==> config.mk <==
export PLATFORM = sky130hd
export DESIGN_NAME = digital_clock_top
export DESIGN_NICKNAME = d
export VERILOG_FILES = /design/src/hw/clock_pkg.sv /design/src/hw/time_if.sv /design/src/hw/button_sync.sv /design/src/hw/digital_clock_top.sv /design/src/hw/display_scan.sv /design/src/hw/hms_counter.sv /design/src/hw/tick_gen.sv /design/src/hw/time_keeper.sv
export SDC_FILE = /design/constraint.sdc
export NUM_CORES = 1
export LEC_CHECK = 0
export ABC_AREA = 1
export BUFFER_PORTS_ARGS = -buffer_cell sky130_fd_sc_hd__buf_2
export CAP_MARGIN = 25
export CORE_MARGIN = 4
export CORE_UTILIZATION = 57
export DETAILED_ROUTE_END_ITERATION = 8
export PLACE_DENSITY = 0.82
export SLEW_MARGIN = 10
export SYNTH_ARGS = -nofsm -noshare
export SYNTH_HDL_FRONTEND = slang
export SYNTH_SLANG_ARGS = --single-unit
==> constraint.sdc <==
create_clock -name clk -period 2.55 [get_ports clk]
set_input_delay 0.765 -clock clk [delete_from_list [all_inputs] [get_ports clk]]
set_output_delay 0.765 -clock clk [all_outputs]
set_load 0.02 [all_outputs]
==> src/hw/clock_pkg.sv <==
/*
 * Digital clock shared definitions
 * Field widths and limits, setup field codes, display sizes
 * and the decimal-point patterns for run and setup mode
 */
package clock_pkg;

	// ----------------------------------------------------------------------
	// Widths
	// ----------------------------------------------------------------------
	localparam int HMS_W      = 6;	// One time field, 0..59
	localparam int BCD_W      = 4;	// One decimal digit
	localparam int SEG_W      = 7;	// Segments a..g, a in bit 6, active high
	localparam int NUM_DIGITS = 6;
	localparam int FIELD_W    = 2;

	// ----------------------------------------------------------------------
	// Field limits
	// ----------------------------------------------------------------------
	localparam int SEC_MAX  = 59;
	localparam int MIN_MAX  = 59;
	localparam int HOUR_MAX = 23;

	// Setup position codes
	localparam logic [FIELD_W-1:0] FIELD_SEC  = 2'd0;
	localparam logic [FIELD_W-1:0] FIELD_MIN  = 2'd1;
	localparam logic [FIELD_W-1:0] FIELD_HOUR = 2'd2;

	// ----------------------------------------------------------------------
	// Decimal points, bit n belongs to digit n
	// ----------------------------------------------------------------------
	// Run mode marks the ones digits of minutes and hours
	localparam logic [NUM_DIGITS-1:0] DP_RUN  = 6'b010100;

	// Setup mode lights both digits of the selected field
	localparam logic [NUM_DIGITS-1:0] DP_SEC  = 6'b000011;
	localparam logic [NUM_DIGITS-1:0] DP_MIN  = 6'b001100;
	localparam logic [NUM_DIGITS-1:0] DP_HOUR = 6'b110000;

endpackage

==> src/hw/time_if.sv <==
/*
 * Time interface
 * Current hours, minutes, seconds and setup state,
 * driven by the timekeeper and read by the display
 */
`timescale 1ns/1ns

interface time_if;
	import clock_pkg::*;

	logic [HMS_W-1:0]   sec;
	logic [HMS_W-1:0]   min;
	logic [HMS_W-1:0]   hour;
	logic               setup;	// High while the time is being set
	logic [FIELD_W-1:0] field;	// Field selected for increment

	modport keeper (
		output sec, min, hour, setup, field
	);

	modport display (
		input  sec, min, hour, setup, field
	);

endinterface

==> src/hw/button_sync.sv <==
/*
 * Push button front end
 * Two-flop synchronizer, debounce on the slow sample tick
 * and a single press pulse per push
 */
`timescale 1ns/1ns

module button_sync (
	input  logic clk,
	input  logic rst_n,
	input  logic i_sample,
	input  logic i_btn,
	output logic o_press
);

	logic [1:0] sync_q;	// Synchronizer chain
	logic       sample_q;	// Previous debounce sample
	logic       level_q;	// Debounced button level
	logic [1:0] samples;

	// Previous and current sample side by side
	assign samples = {sample_q, sync_q[1]};

	always_ff @(posedge clk or negedge rst_n) begin
		if (!rst_n) begin
			sync_q   <= '0;
			sample_q <= 1'b0;
			level_q  <= 1'b0;
			o_press  <= 1'b0;
		end else begin
			sync_q  <= {sync_q[0], i_btn};
			o_press <= 1'b0;
			if (i_sample) begin
				sample_q <= sync_q[1];
				// Two high samples after a stable low count as one push
				if (samples == 2'b11 && !level_q) begin
					level_q <= 1'b1;
					o_press <= 1'b1;
				end else if (samples == 2'b00) begin
					level_q <= 1'b0;	// Released, armed again
				end
			end
		end
	end

endmodule

==> src/hw/digital_clock_top.sv <==
/*
 * Digital clock top level
 * Tick dividers, button front ends, timekeeping and the
 * multiplexed six-digit display
 */
`timescale 1ns/1ns

module digital_clock_top #(
	parameter int CLK_PER_SEC    = 50_000_000,
	parameter int CLK_PER_SCAN   = 5_000,
	parameter int CLK_PER_SAMPLE = 500_000
) (
	input  logic                           clk,
	input  logic                           rst_n,
	input  logic                           i_btn_mode,
	input  logic                           i_btn_pos,
	input  logic                           i_btn_inc,
	output logic [clock_pkg::SEG_W-1:0]      o_seg,
	output logic                           o_seg_dp,
	output logic [clock_pkg::NUM_DIGITS-1:0] o_seg_enb
);

	logic sec_tick;
	logic scan_tick;
	logic sample_tick;
	logic press_mode;
	logic press_pos;
	logic press_inc;

	time_if u_time_if ();

	// ----------------------------------------------------------------------
	// Tick enables
	// ----------------------------------------------------------------------
	tick_gen #(.DIVIDE(CLK_PER_SEC)) u_sec_tick (
		.clk    (clk),
		.rst_n  (rst_n),
		.o_tick (sec_tick)
	);

	tick_gen #(.DIVIDE(CLK_PER_SCAN)) u_scan_tick (
		.clk    (clk),
		.rst_n  (rst_n),
		.o_tick (scan_tick)
	);

	tick_gen #(.DIVIDE(CLK_PER_SAMPLE)) u_sample_tick (
		.clk    (clk),
		.rst_n  (rst_n),
		.o_tick (sample_tick)
	);

	// Buttons
	button_sync u_btn_mode (.clk(clk), .rst_n(rst_n), .i_sample(sample_tick),
		.i_btn(i_btn_mode), .o_press(press_mode));
	button_sync u_btn_pos (.clk(clk), .rst_n(rst_n), .i_sample(sample_tick),
		.i_btn(i_btn_pos), .o_press(press_pos));
	button_sync u_btn_inc (.clk(clk), .rst_n(rst_n), .i_sample(sample_tick),
		.i_btn(i_btn_inc), .o_press(press_inc));

	time_keeper u_time_keeper (
		.clk          (clk),
		.rst_n        (rst_n),
		.i_sec_tick   (sec_tick),
		.i_press_mode (press_mode),
		.i_press_pos  (press_pos),
		.i_press_inc  (press_inc),
		.tb           (u_time_if.keeper)
	);

	display_scan u_display_scan (
		.clk         (clk),
		.rst_n       (rst_n),
		.i_scan_tick (scan_tick),
		.ti          (u_time_if.display),
		.o_seg       (o_seg),
		.o_seg_dp    (o_seg_dp),
		.o_seg_enb   (o_seg_enb)
	);

endmodule

==> src/hw/display_scan.sv <==
/*
 * Six-digit display scanner
 * Splits each field into BCD digits, decodes segments and
 * drives one digit at a time with its decimal point
 */
`timescale 1ns/1ns

module display_scan (
	input  logic                           clk,
	input  logic                           rst_n,
	input  logic                           i_scan_tick,
	time_if.display                        ti,
	output logic [clock_pkg::SEG_W-1:0]      o_seg,
	output logic                           o_seg_dp,
	output logic [clock_pkg::NUM_DIGITS-1:0] o_seg_enb
);

	import clock_pkg::*;

	localparam int IDX_W = $clog2(NUM_DIGITS);
	localparam logic [IDX_W-1:0] IDX_LAST = IDX_W'(NUM_DIGITS - 1);

	logic [BCD_W-1:0]      digit [NUM_DIGITS];
	logic [NUM_DIGITS-1:0] dp_pat;
	logic [IDX_W-1:0]      idx;
	logic [IDX_W-1:0]      idx_next;

	// Segment table, a in the top bit
	function automatic logic [SEG_W-1:0] seg_decode(input logic [BCD_W-1:0] bcd);
		case (bcd)
			4'd0:    seg_decode = 7'h7E;
			4'd1:    seg_decode = 7'h30;
			4'd2:    seg_decode = 7'h6D;
			4'd3:    seg_decode = 7'h79;
			4'd4:    seg_decode = 7'h33;
			4'd5:    seg_decode = 7'h5B;
			4'd6:    seg_decode = 7'h5F;
			4'd7:    seg_decode = 7'h70;
			4'd8:    seg_decode = 7'h7F;
			4'd9:    seg_decode = 7'h73;
			default: seg_decode = 7'h00;	// Blank
		endcase
	endfunction

	// ----------------------------------------------------------------------
	// BCD split, digit 0 is seconds ones
	// ----------------------------------------------------------------------
	assign digit[0] = BCD_W'(ti.sec % 6'd10);
	assign digit[1] = BCD_W'(ti.sec / 6'd10);
	assign digit[2] = BCD_W'(ti.min % 6'd10);
	assign digit[3] = BCD_W'(ti.min / 6'd10);
	assign digit[4] = BCD_W'(ti.hour % 6'd10);
	assign digit[5] = BCD_W'(ti.hour / 6'd10);

	// Points follow the selected field while setting
	always_comb begin
		if (!ti.setup) begin
			dp_pat = DP_RUN;
		end else begin
			case (ti.field)
				FIELD_SEC: dp_pat = DP_SEC;
				FIELD_MIN: dp_pat = DP_MIN;
				default:   dp_pat = DP_HOUR;
			endcase
		end
	end

	// ----------------------------------------------------------------------
	// Scan
	// ----------------------------------------------------------------------
	always_comb begin
		if (!i_scan_tick) begin
			idx_next = idx;
		end else if (idx == IDX_LAST) begin
			idx_next = '0;
		end else begin
			idx_next = idx + 1'b1;
		end
	end

	always_ff @(posedge clk or negedge rst_n) begin
		if (!rst_n) begin
			idx       <= IDX_LAST;	// First tick lands on digit 0
			o_seg     <= '0;
			o_seg_dp  <= 1'b0;
			o_seg_enb <= '1;	// All digits off
		end else begin
			idx      <= idx_next;
			o_seg    <= seg_decode(digit[idx_next]);
			o_seg_dp <= dp_pat[idx_next];
			if (i_scan_tick) begin
				o_seg_enb <= ~(NUM_DIGITS'(1) << idx_next);
			end
		end
	end

endmodule

==> src/hw/hms_counter.sv <==
/*
 * Time field counter
 * Counts 0..MAX_COUNT on each increment, flags the wrap to zero
 */
`timescale 1ns/1ns

module hms_counter #(
	parameter int MAX_COUNT = 59
) (
	input  logic                      clk,
	input  logic                      rst_n,
	input  logic                      i_inc,
	output logic [clock_pkg::HMS_W-1:0] o_value,
	output logic                      o_wrap
);

	import clock_pkg::*;

	logic at_max;

	assign at_max = (o_value == HMS_W'(MAX_COUNT));

	// Same cycle as the increment, so the next field steps on the same edge
	assign o_wrap = i_inc & at_max;

	always_ff @(posedge clk or negedge rst_n) begin
		if (!rst_n) begin
			o_value <= '0;
		end else if (i_inc) begin
			if (at_max) begin
				o_value <= '0;
			end else begin
				o_value <= o_value + 1'b1;
			end
		end
	end

endmodule

==> src/hw/tick_gen.sv <==
/*
 * Tick generator
 * One-cycle enable every DIVIDE clocks
 */
`timescale 1ns/1ns

module tick_gen #(
	parameter int DIVIDE = 1000
) (
	input  logic clk,
	input  logic rst_n,
	output logic o_tick
);

	localparam int CNT_W = (DIVIDE > 1) ? $clog2(DIVIDE) : 1;

	logic [CNT_W-1:0] cnt;

	always_ff @(posedge clk or negedge rst_n) begin
		if (!rst_n) begin
			cnt    <= '0;
			o_tick <= 1'b0;
		end else if (cnt == CNT_W'(DIVIDE - 1)) begin
			cnt    <= '0;	// Restart and fire
			o_tick <= 1'b1;
		end else begin
			cnt    <= cnt + 1'b1;
			o_tick <= 1'b0;
		end
	end

endmodule

==> src/hw/time_keeper.sv <==
/*
 * Timekeeper
 * Run and setup mode, setup field selection and the three
 * chained counters for seconds, minutes and hours
 */
`timescale 1ns/1ns

module time_keeper (
	input  logic clk,
	input  logic rst_n,
	input  logic i_sec_tick,
	input  logic i_press_mode,
	input  logic i_press_pos,
	input  logic i_press_inc,
	time_if.keeper tb
);

	import clock_pkg::*;

	logic               setup;
	logic [FIELD_W-1:0] field;

	logic sec_inc;
	logic min_inc;
	logic hour_inc;
	logic sec_wrap;
	logic min_wrap;

	// ----------------------------------------------------------------------
	// Mode and setup position
	// ----------------------------------------------------------------------
	always_ff @(posedge clk or negedge rst_n) begin
		if (!rst_n) begin
			setup <= 1'b0;	// Run mode
			field <= FIELD_SEC;
		end else begin
			if (i_press_mode) begin
				setup <= ~setup;
			end
			if (i_press_pos) begin
				// sec -> min -> hour -> sec
				if (field == FIELD_HOUR) begin
					field <= FIELD_SEC;
				end else begin
					field <= field + 1'b1;
				end
			end
		end
	end

	// ----------------------------------------------------------------------
	// Increment steering
	// ----------------------------------------------------------------------
	// Run mode chains the carries, setup steps one field with no carry
	always_comb begin
		if (setup) begin
			sec_inc  = i_press_inc && (field == FIELD_SEC);
			min_inc  = i_press_inc && (field == FIELD_MIN);
			hour_inc = i_press_inc && (field == FIELD_HOUR);
		end else begin
			sec_inc  = i_sec_tick;
			min_inc  = sec_wrap;
			hour_inc = min_wrap;
		end
	end

	hms_counter #(
		.MAX_COUNT(SEC_MAX)
	) u_sec (
		.clk     (clk),
		.rst_n   (rst_n),
		.i_inc   (sec_inc),
		.o_value (tb.sec),
		.o_wrap  (sec_wrap)
	);

	hms_counter #(
		.MAX_COUNT(MIN_MAX)
	) u_min (
		.clk     (clk),
		.rst_n   (rst_n),
		.i_inc   (min_inc),
		.o_value (tb.min),
		.o_wrap  (min_wrap)
	);

	// Day rollover has nowhere to go
	hms_counter #(
		.MAX_COUNT(HOUR_MAX)
	) u_hour (
		.clk     (clk),
		.rst_n   (rst_n),
		.i_inc   (hour_inc),
		.o_value (tb.hour),
		.o_wrap  ()
	);

	assign tb.setup = setup;
	assign tb.field = field;

endmodule

# Word level (Yosys, flattened, before mapping)
# Memories as Yosys holds them, arrays and structs flattened. A register that Yosys moved wholly into a read port is not among the register bits.
# Cells that the tools add are included.
[totals]
in_bits = 5
memories = 1
reg_bits = 107
mem_bits_ro = 112
output_inout_bits = 14
[mem_list]
columns = ["name", "words", "word_bits", "read_ports", "rd_clocked_by_memory_dff", "wr", "line", "source"]
rows = [
  ["(no name shown)", 16, 7, 1, 1, 0, "display_scan.sv:30", "case (bcd)"],
]
[op_classes]
add_sub_neg = 8
div = 6
mux = 34
magnitude_cmp = 2
n_bitwise = 5
eq_ne = 12
shift = 1
reduce_logical = 20
[ops]
columns = ["operator", "n"]
rows = [
  ["adder 26 x 1 -> 26 bit (second input constant)", 1],
  ["== test 26 bit (second input constant)", 1],
  ["2-to-1 mux 26 bit", 1],
  ["2-to-1 mux 6 bit", 4],
  ["adder 19 x 1 -> 19 bit (second input constant)", 1],
  ["== test 19 bit (second input constant)", 1],
  ["2-to-1 mux 1 bit", 19],
  ["2-to-1 mux 19 bit", 1],
  ["adder 6 x 1 -> 6 bit (second input constant)", 3],
  ["divider 6 x 4 -> 6 bit (second input constant)", 3],
  ["remainder unit 6 x 4 -> 6 bit (second input constant)", 3],
  ["adder 13 x 1 -> 13 bit (second input constant)", 1],
  ["== test 13 bit (second input constant)", 1],
  ["2-to-1 mux 13 bit", 1],
  ["binary-select mux 4 bit (select 3 bit)", 1],
  ["== test 6 bit (second input constant)", 2],
  ["one-hot mux 6 bit (2 select lines)", 1],
  ["== test 2 bit (second input constant)", 4],
  ["logical NOT 2 bit", 4],
  ["2-to-1 mux 4 bit", 2],
  ["== test 6 x 5 -> 1 bit (second input constant)", 1],
  ["logical AND 1 bit", 6],
  ["2-to-1 mux 3 bit", 2],
  ["NOT 6 bit", 1],
  ["15 further kinds", 23],
]

# Longest topological paths before layout
# Gate-level depths: netlist (run 1).
[depth]
ltp_word = 7
mapped_depth = 23
depth_no_buf = 23

# By module
# From an unflattened synthesis (run 1), not the netlist that was laid out.
[unflattened]
hier_cells = 907
hier_area_um2 = 6834.1
[by_module_without_submodules]
columns = ["module", "n_inst", "area_each_um2", "cells_per_inst"]
rows = [
  ["display_scan", 1, 1722.9, 247],
  ["tick_gen (u_sec_tick)", 1, 1545.2, 215],
  ["tick_gen (u_sample_tick)", 1, 1154.9, 152],
  ["tick_gen (u_scan_tick)", 1, 778.2, 103],
  ["hms_counter (u_time_keeper.u_min ...)", 2, 320.3, 37],
  ["button_sync", 3, 166.4, 15],
  ["hms_counter (u_time_keeper.u_hour)", 1, 316.6, 43],
  ["time_keeper", 1, 176.4, 28],
]

# Worst setup path before layout (run 1)
# Ideal clock, no wire load.
[synth_timing]
path_type = "register to register"
startpoint = "register u_time_keeper.u_min.o_value[3] in the netlist's numbering"
endpoint = "register u_display_scan.o_seg[3] in the netlist's numbering"
t_arrival_ns = 2.319
slack_ns = 0.112
path_buffers = 0
period_less_slack_ns = 2.438
stages_incl_launch_ff = 22
path_cell_list = "dfrtp_1 inv_2 ha_1 inv_1 nand3_1 nand2_2 nand2_2 nand2_2 nand2_1 nand2_2 inv_2 nand2_4 nand3_1 nand2_1 nand2_2 a21oi_4 inv_1 ha_1 nand2_2 nand2_1 nand2_1 nand2_1"
[synth_between]
elab_chain_cells = 4
elab_cells_between_ends = 5
cone_classes = "div: 2; mux: 3"
[synth_lines]
columns = ["item", "line", "source"]
rows = [
  ["from (decl)", "hms_counter.sv:13", "output logic [clock_pkg::HMS_W-1:0] o_value,"],
  ["from (signal assigned)", "hms_counter.sv:33", "o_value <= o_value + 1'b1;"],
  ["divider 6 x 4 -> 6 bit / remainder unit 6 x 4 -> 6 bit (equally long branches)", "display_scan.sv:51, display_scan.sv:50", ""],
  ["binary-select mux 4 bit (select 3 bit) *", "display_scan.sv:89", "o_seg <= seg_decode(digit[idx_next]);"],
  ["2-to-1 mux 4 bit (not written as such) * (2 in series)", "display_scan.sv:89", ""],
  ["to (decl)", "display_scan.sv:13", "output logic [clock_pkg::SEG_W-1:0] o_seg,"],
]
# Mark *: on every way between the ends. The rest lies on a longest branch, timed or not. The select of a mux whose other input is x is not followed.
# A chain may end at the register's enable or synchronous reset.

# Final worst setup path (run 1)
[layout_timing]
startpoint = "register u_time_keeper.u_hour.o_value[4] in the netlist's numbering"
endpoint = "register u_display_scan.o_seg[1] in the netlist's numbering"
[layout_between]
elab_chain_cells = 4
elab_cells_between_ends = 5
cone_classes = "div: 2; mux: 3"
[layout_lines]
columns = ["item", "line"]
rows = [
  ["from (decl)", "hms_counter.sv:13"],
  ["from (signal assigned)", "hms_counter.sv:33"],
  ["divider 6 x 4 -> 6 bit / remainder unit 6 x 4 -> 6 bit (equally long branches)", "display_scan.sv:53, display_scan.sv:52"],
  ["binary-select mux 4 bit (select 3 bit) *", "display_scan.sv:89"],
  ["2-to-1 mux 4 bit (not written as such) * (2 in series)", "display_scan.sv:89"],
]
# Marked as above.

==> Implementation_results.wiki, run 1 <==
{| class="wikitable"
! Metric !! Value
|-
| DP Wirelength || 9500 um
|-
| Final worst path period share || 98.5%
|-
| Average wire length per cell after detail routing || 14.8 um
|-
| Worst setup EP type || register
|-
| Post-route standard cell area excluding fillers || 0.00764 mm^2
|-
| Setup TNS || 0 ns
|-
| Vias in the first global route || 5,348
|-
| Fraction of registers with async set or reset after synthesis || 100%
|-
| Worst hold-check path type || primary input to async pin
|-
| Internal power || 3.23 mW
|-
| Rows || 38
|-
| Syn Area/Cell || 8.34 um^2
|-
| DP Worst Slack || -0.0575 ns
|-
| Clock insertion delay at the later pin of the skew report || 0.53 ns
|-
| Maximum VDD drop || 0.000399 V
|-
| Flip-flop and latch count after synthesis || 114
|-
| Warning count from the yosys run || 0
|-
| Worst Reg2Reg Path Length in Cells || 17
|-
| Core area || 0.0109 mm^2
|-
| Unique masters post-synth || 50
|-
| FF-to-FF End || u_display_scan.o_seg[1]$_DFF_PN0_
|-
| Arrival time at the worst endpoint || 2.92 ns
|-
| Die area || 0.0130 mm^2
|-
| Global-route wire length before repair || 23,100 um
|-
| # nets final || 858
|-
| Total of buffers placed on input and output ports || 18
|-
| Result of the run || finished clean
|-
| Highest-count cells in the layout ignoring fill and taps || sky130_fd_sc_hd__nand2_1 (125), sky130_fd_sc_hd__dfrtp_1 (105), sky130_fd_sc_hd__inv_1 (100), sky130_fd_sc_hd__nor2_1 (80), sky130_fd_sc_hd__nand3_1 (47)
|-
| CTS Sinks || 114
|-
| Sort of element at the start of the critical path || register
|-
| Post-layout power || 4.08 mW
|-
| Gate count of the mapped netlist || 766
|-
| Most frequent CP cell || sky130_fd_sc_hd__nand2_1
|-
| GRT Residual Overflow || 0
|-
| N_diodes || 0
|-
| Syn Std Cell Area || 0.00639 mm^2
|-
| Hold Fails Final Rpt || 0
|-
| Share of total power consumed by net switching || 21.0%
|-
| Number of vias per cell || 5.61
|-
| Net switching power figure || 858 uW
|-
| Num ports || 19
|-
| Sequential power share || 44.5%
|-
| Post-place instance area || 0.00677 mm^2
|-
| Wirelength, routed || 14,500 um
|-
| Measured slew at the worst slew-check pin || 0.553 ns
|-
| H-Tree Depth || 4
|-
| CP Data Required Time || 2.96 ns
|-
| DRT iter0 DRCs || 390
|-
| Clock transition at the registers of the reported paths || 0.05 ns
|-
| Most used flip-flop cell after synthesis || sky130_fd_sc_hd__dfrtp_1
|-
| # DRC || 0
|-
| Buffer levels on the longest clock path || 2
|-
| Proportion of power drawn by the clock network || 54.4%
|-
| Clock Skews || 0.0121 ns
|-
| Weighted congestion at the end of routability-driven global placement || 0.865
|-
| Min Tclk post-route || 2.51 ns
|-
| Setup slack after layout || 0.0375 ns
|-
| Layout cells sized above 1 || 22.2%
|-
| Leakage Power || 3.66 nW
|-
| Largest stage delay on the critical path || 0.40 ns
|-
| Combined global-route utilization of all metal layers || 21.9%
|-
| Beginning of the worst register-to-register path || u_time_keeper.u_hour.o_value[4]$_DFFE_PN0P_
|-
| Number of setup violations in the final report || 0
|-
| Maximum clock frequency || 398 MHz
|-
| Power density relative to cell area || 535 mW/mm^2
|-
| Largest net degree at the start of global routing || 55
|-
| R2R Setup Slk || 0.04 ns
|-
| Number of violations of the max-capacitance limit || 0
|-
| Master of the slowest instance on the critical path || sky130_fd_sc_hd__dfrtp_1
|-
| Number of antenna violations at the first check in global routing || 0
|-
| Worst setup path start || u_time_keeper.u_hour.o_value[4]$_DFFE_PN0P_
|-
| Final core area utilization || 70.1%
|-
| Final instance count without filler cells || 981
|-
| Capturing instance or port of the critical path || u_display_scan.o_seg[1]$_DFF_PN0_
|-
| Library cell used as clock root buffer || sky130_fd_sc_hd__clkbuf_8
|-
| Type of the worst setup path || register to register
|-
| Most common library cell in the layout ignoring fill and taps || sky130_fd_sc_hd__nand2_1
|-
| Max FO, Critical Path || 4
|-
| Total nets after synthesis || 796
|-
| CP cell instances || buf_4 > nor2_2 > nor2_1 > nor2_2 > inv_2 > nand2_1 > o21ai_1 > nand2_4 > nand2_1 > o211ai_1 > nand2_2 > buf_4 > ha_1 > nand3_1 > nand2_1 > nand2_1 > nand2_1
|-
| Number of optimization iterations in the first detailed-route pass || 5
|-
| Share of total power in combinational logic || 1.1%
|-
| DIE HEIGHT || 114 um
|-
| Via count of the routed design || 5,507
|-
| Cell count after placement || 936
|-
| Fin. max-slew vios || 0
|-
| Layout area overhead || 19.5%
|-
| Relative slew slack || 62.8%
|-
| # hold bufs at CTS || 0
|-
| Number of enable flip-flop cells after synthesis || 0
|-
| Number of buffers added by the clock tree synthesis step || 17
|-
| Clock tree from TritonCTS || done
|-
| Hold Slack || 0.165 ns
|-
| Initial cell density of the core || 58.7%
|-
| Final ANT Viol Nets || 0
|-
| X dimension of the die || 114 um
|-
| Sequential element share of the synthesized area || 44.8%
|}
-- power groups by stage --
stage	clock [mW]	combinational [mW]	sequential [mW]
after floorplan	0	0.0000577	1.85
after global placement	0	0.0449	1.85
after detailed placement	0	0.0459	1.85
after CTS	2.25	0.0461	1.82
after global routing	2.35	0.0512	1.82
final	2.22	0.0433	1.82
-- state kept, by name, indices dropped and copies added, names as in the netlist, 6 cells and up --
signal and flops:
u_sample_tick.cnt 19, u_time_keeper.u_sec.o_value 6, u_scan_tick.cnt 13, u_sec_tick.cnt 26, u_time_keeper.u_hour.o_value 6, u_display_scan.o_seg_enb 6, u_time_keeper.u_min.o_value 6, u_display_scan.o_seg 7
-- layer usage --
layer | global-route usage (%) | part of all wire (%)
met2 | 38.8 | 53
met4 | 10.3 | 2.7
met3 | 4.67 | 3.6
met5 | 0 | 0
met1 | 25.3 | 41
-- worst min path at each step --
stage	end	startpoint	cells past startpoint	slack, ns
detailed placement	u_btn_inc.sync_q[1]$_DFF_PN0_	u_btn_inc.sync_q[0]$_DFF_PN0_	0	0.34
finish	u_time_keeper.u_min.o_value[5]$_DFFE_PN0P_	rst_n	1	0.17
global placement	u_btn_inc.sync_q[1]$_DFF_PN0_	u_btn_inc.sync_q[0]$_DFF_PN0_	0	0.34
global route	u_display_scan.idx[1]$_DFF_PN0_	rst_n	1	0.17
CTS	u_display_scan.idx[1]$_DFF_PN0_	rst_n	1	0.16
floorplan	u_btn_inc.sync_q[1]$_DFF_PN0_	u_btn_inc.sync_q[0]$_DFF_PN0_	0	0.33
-- cells in the mapped netlist, drive strengths merged, types with 2 or more instances --
cell	number	share of area, %
nand2	162	11
inv	116	6.8
dfrtp	106	42
nor2	89	5.4
nand3	61	5.4
nor3	33	2.9
o21ai	31	2.8
xor2	27	3.7
ha	25	4.9
a21oi	23	2.2
nand4	23	2.7
nor4	14	1.6
xnor2	10	1.7
dfstp	8	3.3
a31oi	5	0.49
o22ai	5	0.49
nand3b	4	0.47
nor3b	4	0.55
o31ai	3	0.35
a21boi	2	0.29
clkbuf	2	0.12
o21bai	2	0.23
-- critical path, delay by kind of cell (launching register included) --
kind / cells / cell delay, ns
AND/OR/NAND/NOR: 11 / 1.04
AO/OA/AOI/OAI: 2 / 0.31
buffers and inverters: 3 / 0.43
adder cells (fa/ha/maj): 1 / 0.22
flip-flops: 1 / 0.40
-- layout make-up --
type | instances | area [um^2]
inverters | 116 | 438
flip-flops and latches | 114 | 2860
well taps | 140 | 175
multi-input cells | 533 | 3290
clock buffers | 21 | 439
fillers | 786 | 3250
clock inverters | 11 | 113
repair buffers | 46 | 323
-- timing repair --
item                                    4_1_cts  5_1_grt
setup buffers                                 2       11
endpoints found under the setup margin        5        9
resized for setup                             2       59
gates cloned                                  0        0
pin swaps                                     1       14
-- cells by family after synthesis --
group	after synthesis	synth area share, %
simple gates	393	30.0
flops	114	44.8
fa+ha+maj	25	4.90
buf+inv	119	7.05
compound gates	78	7.89
xor+xnor	37	5.37
No activity file was read; power rests on OpenSTA's default activity.
==> run 2, diff against run 1 <==
==> constraint.sdc (replaced) <==
create_clock -name clk -period 2.1 [get_ports clk]
set_input_delay 0.63 -clock clk [delete_from_list [all_inputs] [get_ports clk]]
set_output_delay 0.63 -clock clk [all_outputs]
set_load 0.02 [all_outputs]
==> run 2 against run 1 <==
Against the previous run:
- the flow now finishes with violations (setup timing)
- critical path depth increased by 2
- non-clock buffer count up 109
- register-to-register slack got worse by 0.54 ns
- first-iteration DRC count up 44%
- clock skew shrank 0.0035 ns
- largest cell class unchanged
==> Implementation_results.wiki, run 2 (synthesized netlist as in run 1, its figures left out) <==
{| class="wikitable"
! Metric !! Value
|-
| Result of the run || finished, violations left
|-
| Violations in the final reports || setup timing
|-
| Routed met3 length || 1170 um (+130%)
|-
| Largest net degree at the start of global routing || 52 (-5.5%)
|-
| Setup slack after layout || -0.507 ns (-0.545 ns)
|-
| Maximum VDD drop || 0.000775 V (+94%)
|-
| Clock transition at the registers of the reported paths || 0.06 ns (about the same)
|-
| Buffer levels on the longest clock path || 2 (unchanged)
|-
| Die area || 0.0130 mm^2 (unchanged)
|-
| Average wire length per cell after detail routing || 17.8 um (+21%)
|-
| Number of antenna violations at the first check in global routing || 0 (unchanged)
|-
| FF-to-FF End || u_display_scan.o_seg[3]$_DFF_PN0_
|-
| Post-layout power || 5.10 mW (+25%)
|-
| N_diodes || 0 (unchanged)
|-
| Measured slew at the worst slew-check pin || 0.625 ns (+0.0722 ns)
|-
| Relative slew slack || 57.9% (-4.9 points)
|-
| Total of buffers placed on input and output ports || 18 (unchanged)
|-
| Number of buffers added by the clock tree synthesis step || 17 (unchanged)
|-
| Worst Reg2Reg Path Length in Cells || 19 (+2)
|-
| Clock Skews || 0.00864 ns (-0.00350 ns)
|-
| X dimension of the die || 114 um (unchanged)
|-
| Number of violations of the max-capacitance limit || 0 (unchanged)
|-
| H-Tree Depth || 4 (unchanged)
|-
| Worst setup path start || u_time_keeper.u_min.o_value[3]$_DFFE_PN0P_
|-
| DRT iter0 DRCs || 563 (+44%)
|-
| R2R Setup Slk || -0.51 ns (-0.54 ns)
|-
| Wirelength, routed || 19,400 um (+34%)
|-
| Beginning of the worst register-to-register path || u_time_keeper.u_min.o_value[3]$_DFFE_PN0P_
|-
| Rows || 38 (unchanged)
|-
| Global-route wire length before repair || 28,200 um (+22%)
|-
| Leakage Power || 4.41 nW (+20%)
|-
| Register ranked first by flip-flop count || u_sec_tick.cnt
|-
| Type of the worst setup path || register to register
|-
| Layout filler cell count || 563 (-28%)
|-
| Vias in the first global route || 6,039 (+13%)
|-
| Final ANT Viol Nets || 0 (unchanged)
|-
| Wire length on met2 || 10,200 um (+32%)
|-
| Post-route standard cell area excluding fillers || 0.00898 mm^2 (+18%)
|-
| Fin. max-slew vios || 0 (unchanged)
|-
| GRT Residual Overflow || 0 (unchanged)
|-
| Setup repair after global routing missed its margin || true
|-
| Post-place instance area || 0.00741 mm^2 (+9.5%)
|-
| Power density relative to cell area || 568 mW/mm^2 (+6.2%)
|-
| Sort of element at the start of the critical path || register
|-
| Core area || 0.0109 mm^2 (unchanged)
|-
| Max FFs per register || 26 (unchanged)
|-
| Via count of the routed design || 6,294 (+14%)
|-
| Worst setup EP type || register
|-
| Layout cells sized above 1 || 38.6% (+16 points)
|-
| Initial cell density of the core || 58.7% (unchanged)
|-
| Met1 wire length || 7300 um (+24%)
|-
| Min Tclk post-route || 2.61 ns (+0.0949 ns)
|-
| Worst hold-check path type || primary input to async pin
|-
| # DRC || 0 (unchanged)
|-
| DIE HEIGHT || 114 um (unchanged)
|-
| Final worst path period share || 124% (+26 points)
|-
| Clock tree from TritonCTS || done
|-
| # nets final || 967 (+13%)
|-
| Number of optimization iterations in the first detailed-route pass || 5 (unchanged)
|-
| Most common library cell in the layout ignoring fill and taps || sky130_fd_sc_hd__buf_4
|-
| DP Worst Slack || -0.354 ns (-0.296 ns)
|-
| Combined global-route utilization of all metal layers || 27.4% (+5.5 points)
|-
| Maximum clock frequency || 384 MHz (-3.6%)
|-
| Library cell used as clock root buffer || sky130_fd_sc_hd__clkbuf_8
|-
| Clock insertion delay at the later pin of the skew report || 0.54 ns (about the same)
|-
| Arrival time at the worst endpoint || 3.04 ns (+0.12 ns)
|-
| Highest-count cells in the layout ignoring fill and taps || sky130_fd_sc_hd__buf_4 (122), sky130_fd_sc_hd__nand2_1 (113), sky130_fd_sc_hd__dfrtp_1 (103), sky130_fd_sc_hd__inv_1 (93), sky130_fd_sc_hd__nor2_1 (67)
|-
| Number of setup violations in the final report || 22 (+22)
|-
| Max FO, Critical Path || 5 (+1)
|-
| Max layer used || met4
|-
| Number of vias per cell || 5.77 (+2.9%)
|-
| CP Data Required Time || 2.53 ns (-0.43 ns)
|-
| Registers with the most flip-flops || u_sec_tick.cnt (26), u_sample_tick.cnt (19), u_scan_tick.cnt (13)
|-
| Num ports || 19 (unchanged)
|-
| Hold Fails Final Rpt || 0 (unchanged)
|-
| Capturing instance or port of the critical path || u_display_scan.o_seg[3]$_DFF_PN0_
|-
| Hold Slack || 0.0130 ns (-0.152 ns)
|-
| Weighted congestion at the end of routability-driven global placement || 0.935 (+8.0%)
|-
| CTS Sinks || 114 (unchanged)
|-
| DP Wirelength || 10,300 um (+7.9%)
|-
| Layout area overhead || 40.6%
|}
[run 2: changes by cell type in the layout (fill, tap and decap cells not counted), moves of 5 or more]
cell and delta:
sky130_fd_sc_hd__nand2_2 +7, sky130_fd_sc_hd__nand2_1 -12, sky130_fd_sc_hd__nor2_4 +13, sky130_fd_sc_hd__nand3_2 +11, sky130_fd_sc_hd__buf_4 +96, sky130_fd_sc_hd__nor2_1 -13, sky130_fd_sc_hd__inv_2 +5, sky130_fd_sc_hd__nand3_1 -14
sky130_fd_sc_hd__nor3_1 -6, sky130_fd_sc_hd__inv_1 -7, sky130_fd_sc_hd__nand2_4 +5, sky130_fd_sc_hd__buf_6 +11
[run 2: metal layers]
metal  vias up  track usage [%]
li1       2860                -
met4         0             11.4
met3        92             6.47
met5         -                0
met1      3040             32.0
met2       302             48.2
[run 2: per-stage QoR]
stage / utilization [%] / TNS, ns / instances
after CTS: 76.5 / -1.64 / 1067
after global routing: 82.5 / -7.71 / 1090
after detailed placement: 68.1 / -2.20 / 1016
final: 82.5 / -4.81 / 1090
after floorplan: - / -1.35 / 766
after global placement: 68.1 / -1.13 / 1016
[run 2: worst max-delay path, cell delays in order (launching register included)]
cell	delay (ns)
sky130_fd_sc_hd__dfrtp_1	0.39
sky130_fd_sc_hd__buf_4	0.14
sky130_fd_sc_hd__buf_4	0.15
sky130_fd_sc_hd__nor2_1	0.19
sky130_fd_sc_hd__o21ai_4	0.11
sky130_fd_sc_hd__nand2_4	0.11
sky130_fd_sc_hd__nand2_2	0.05
sky130_fd_sc_hd__nand2_2	0.08
sky130_fd_sc_hd__inv_2	0.05
sky130_fd_sc_hd__nand2_4	0.09
sky130_fd_sc_hd__nand3_2	0.08
sky130_fd_sc_hd__nand2_2	0.11
sky130_fd_sc_hd__nand2_4	0.06
sky130_fd_sc_hd__a21oi_4	0.26
sky130_fd_sc_hd__ha_2	0.24
sky130_fd_sc_hd__inv_1	0.07
sky130_fd_sc_hd__nand3_2	0.09
sky130_fd_sc_hd__nand2_1	0.09
sky130_fd_sc_hd__nand2_1	0.08
sky130_fd_sc_hd__nand2_1	0.06
[run 2: what timing repair did]
item	CTS	global route
resized for setup	60	110
pin swaps	37	50
buffers inserted	20	25
endpoints found under the setup margin	13	28
hold buffers	0	0
[run 2: report_power, final]
part	total (mW)	internal [mW]	switching, mW
clock	2.84	1.75	1.09
combinational	0.0578	0.0120	0.0457
sequential	2.21	2.20	0.00428
[run 2: final cells by class]
cell class                 instances  area [um^2]  area share (%)
clock buffer                      20          445            4.96
clock inverter                    12          134            1.49
inverter                         116          443            4.93
multi-input combinational        533         3710            41.3
sequential                       114         2870            31.9
tap                              140          175            1.95
timing repair buffer             155         1210            13.4
[run 2: how the worst min path moves through the flow]
stage / start / to / slack [ns] / depth (start not counted)
3_5_place_dp: u_btn_pos.sync_q[0]$_DFF_PN0_ / u_btn_pos.sync_q[1]$_DFF_PN0_ / 0.35 / 0
4_1_cts: rst_n / u_time_keeper.u_min.o_value[4]$_DFFE_PN0P_ / 0.0003 / 1
5_1_grt: rst_n / u_time_keeper.u_min.o_value[4]$_DFFE_PN0P_ / 0.007 / 1
6_report: rst_n / u_time_keeper.u_min.o_value[4]$_DFFE_PN0P_ / 0.01 / 1
2_1_floorplan: rst_n / u_btn_inc.level_q$_DFFE_PN0P_ / 0.33 / 0
3_3_place_gp: u_btn_inc.sync_q[0]$_DFF_PN0_ / u_btn_inc.sync_q[1]$_DFF_PN0_ / 0.33 / 0
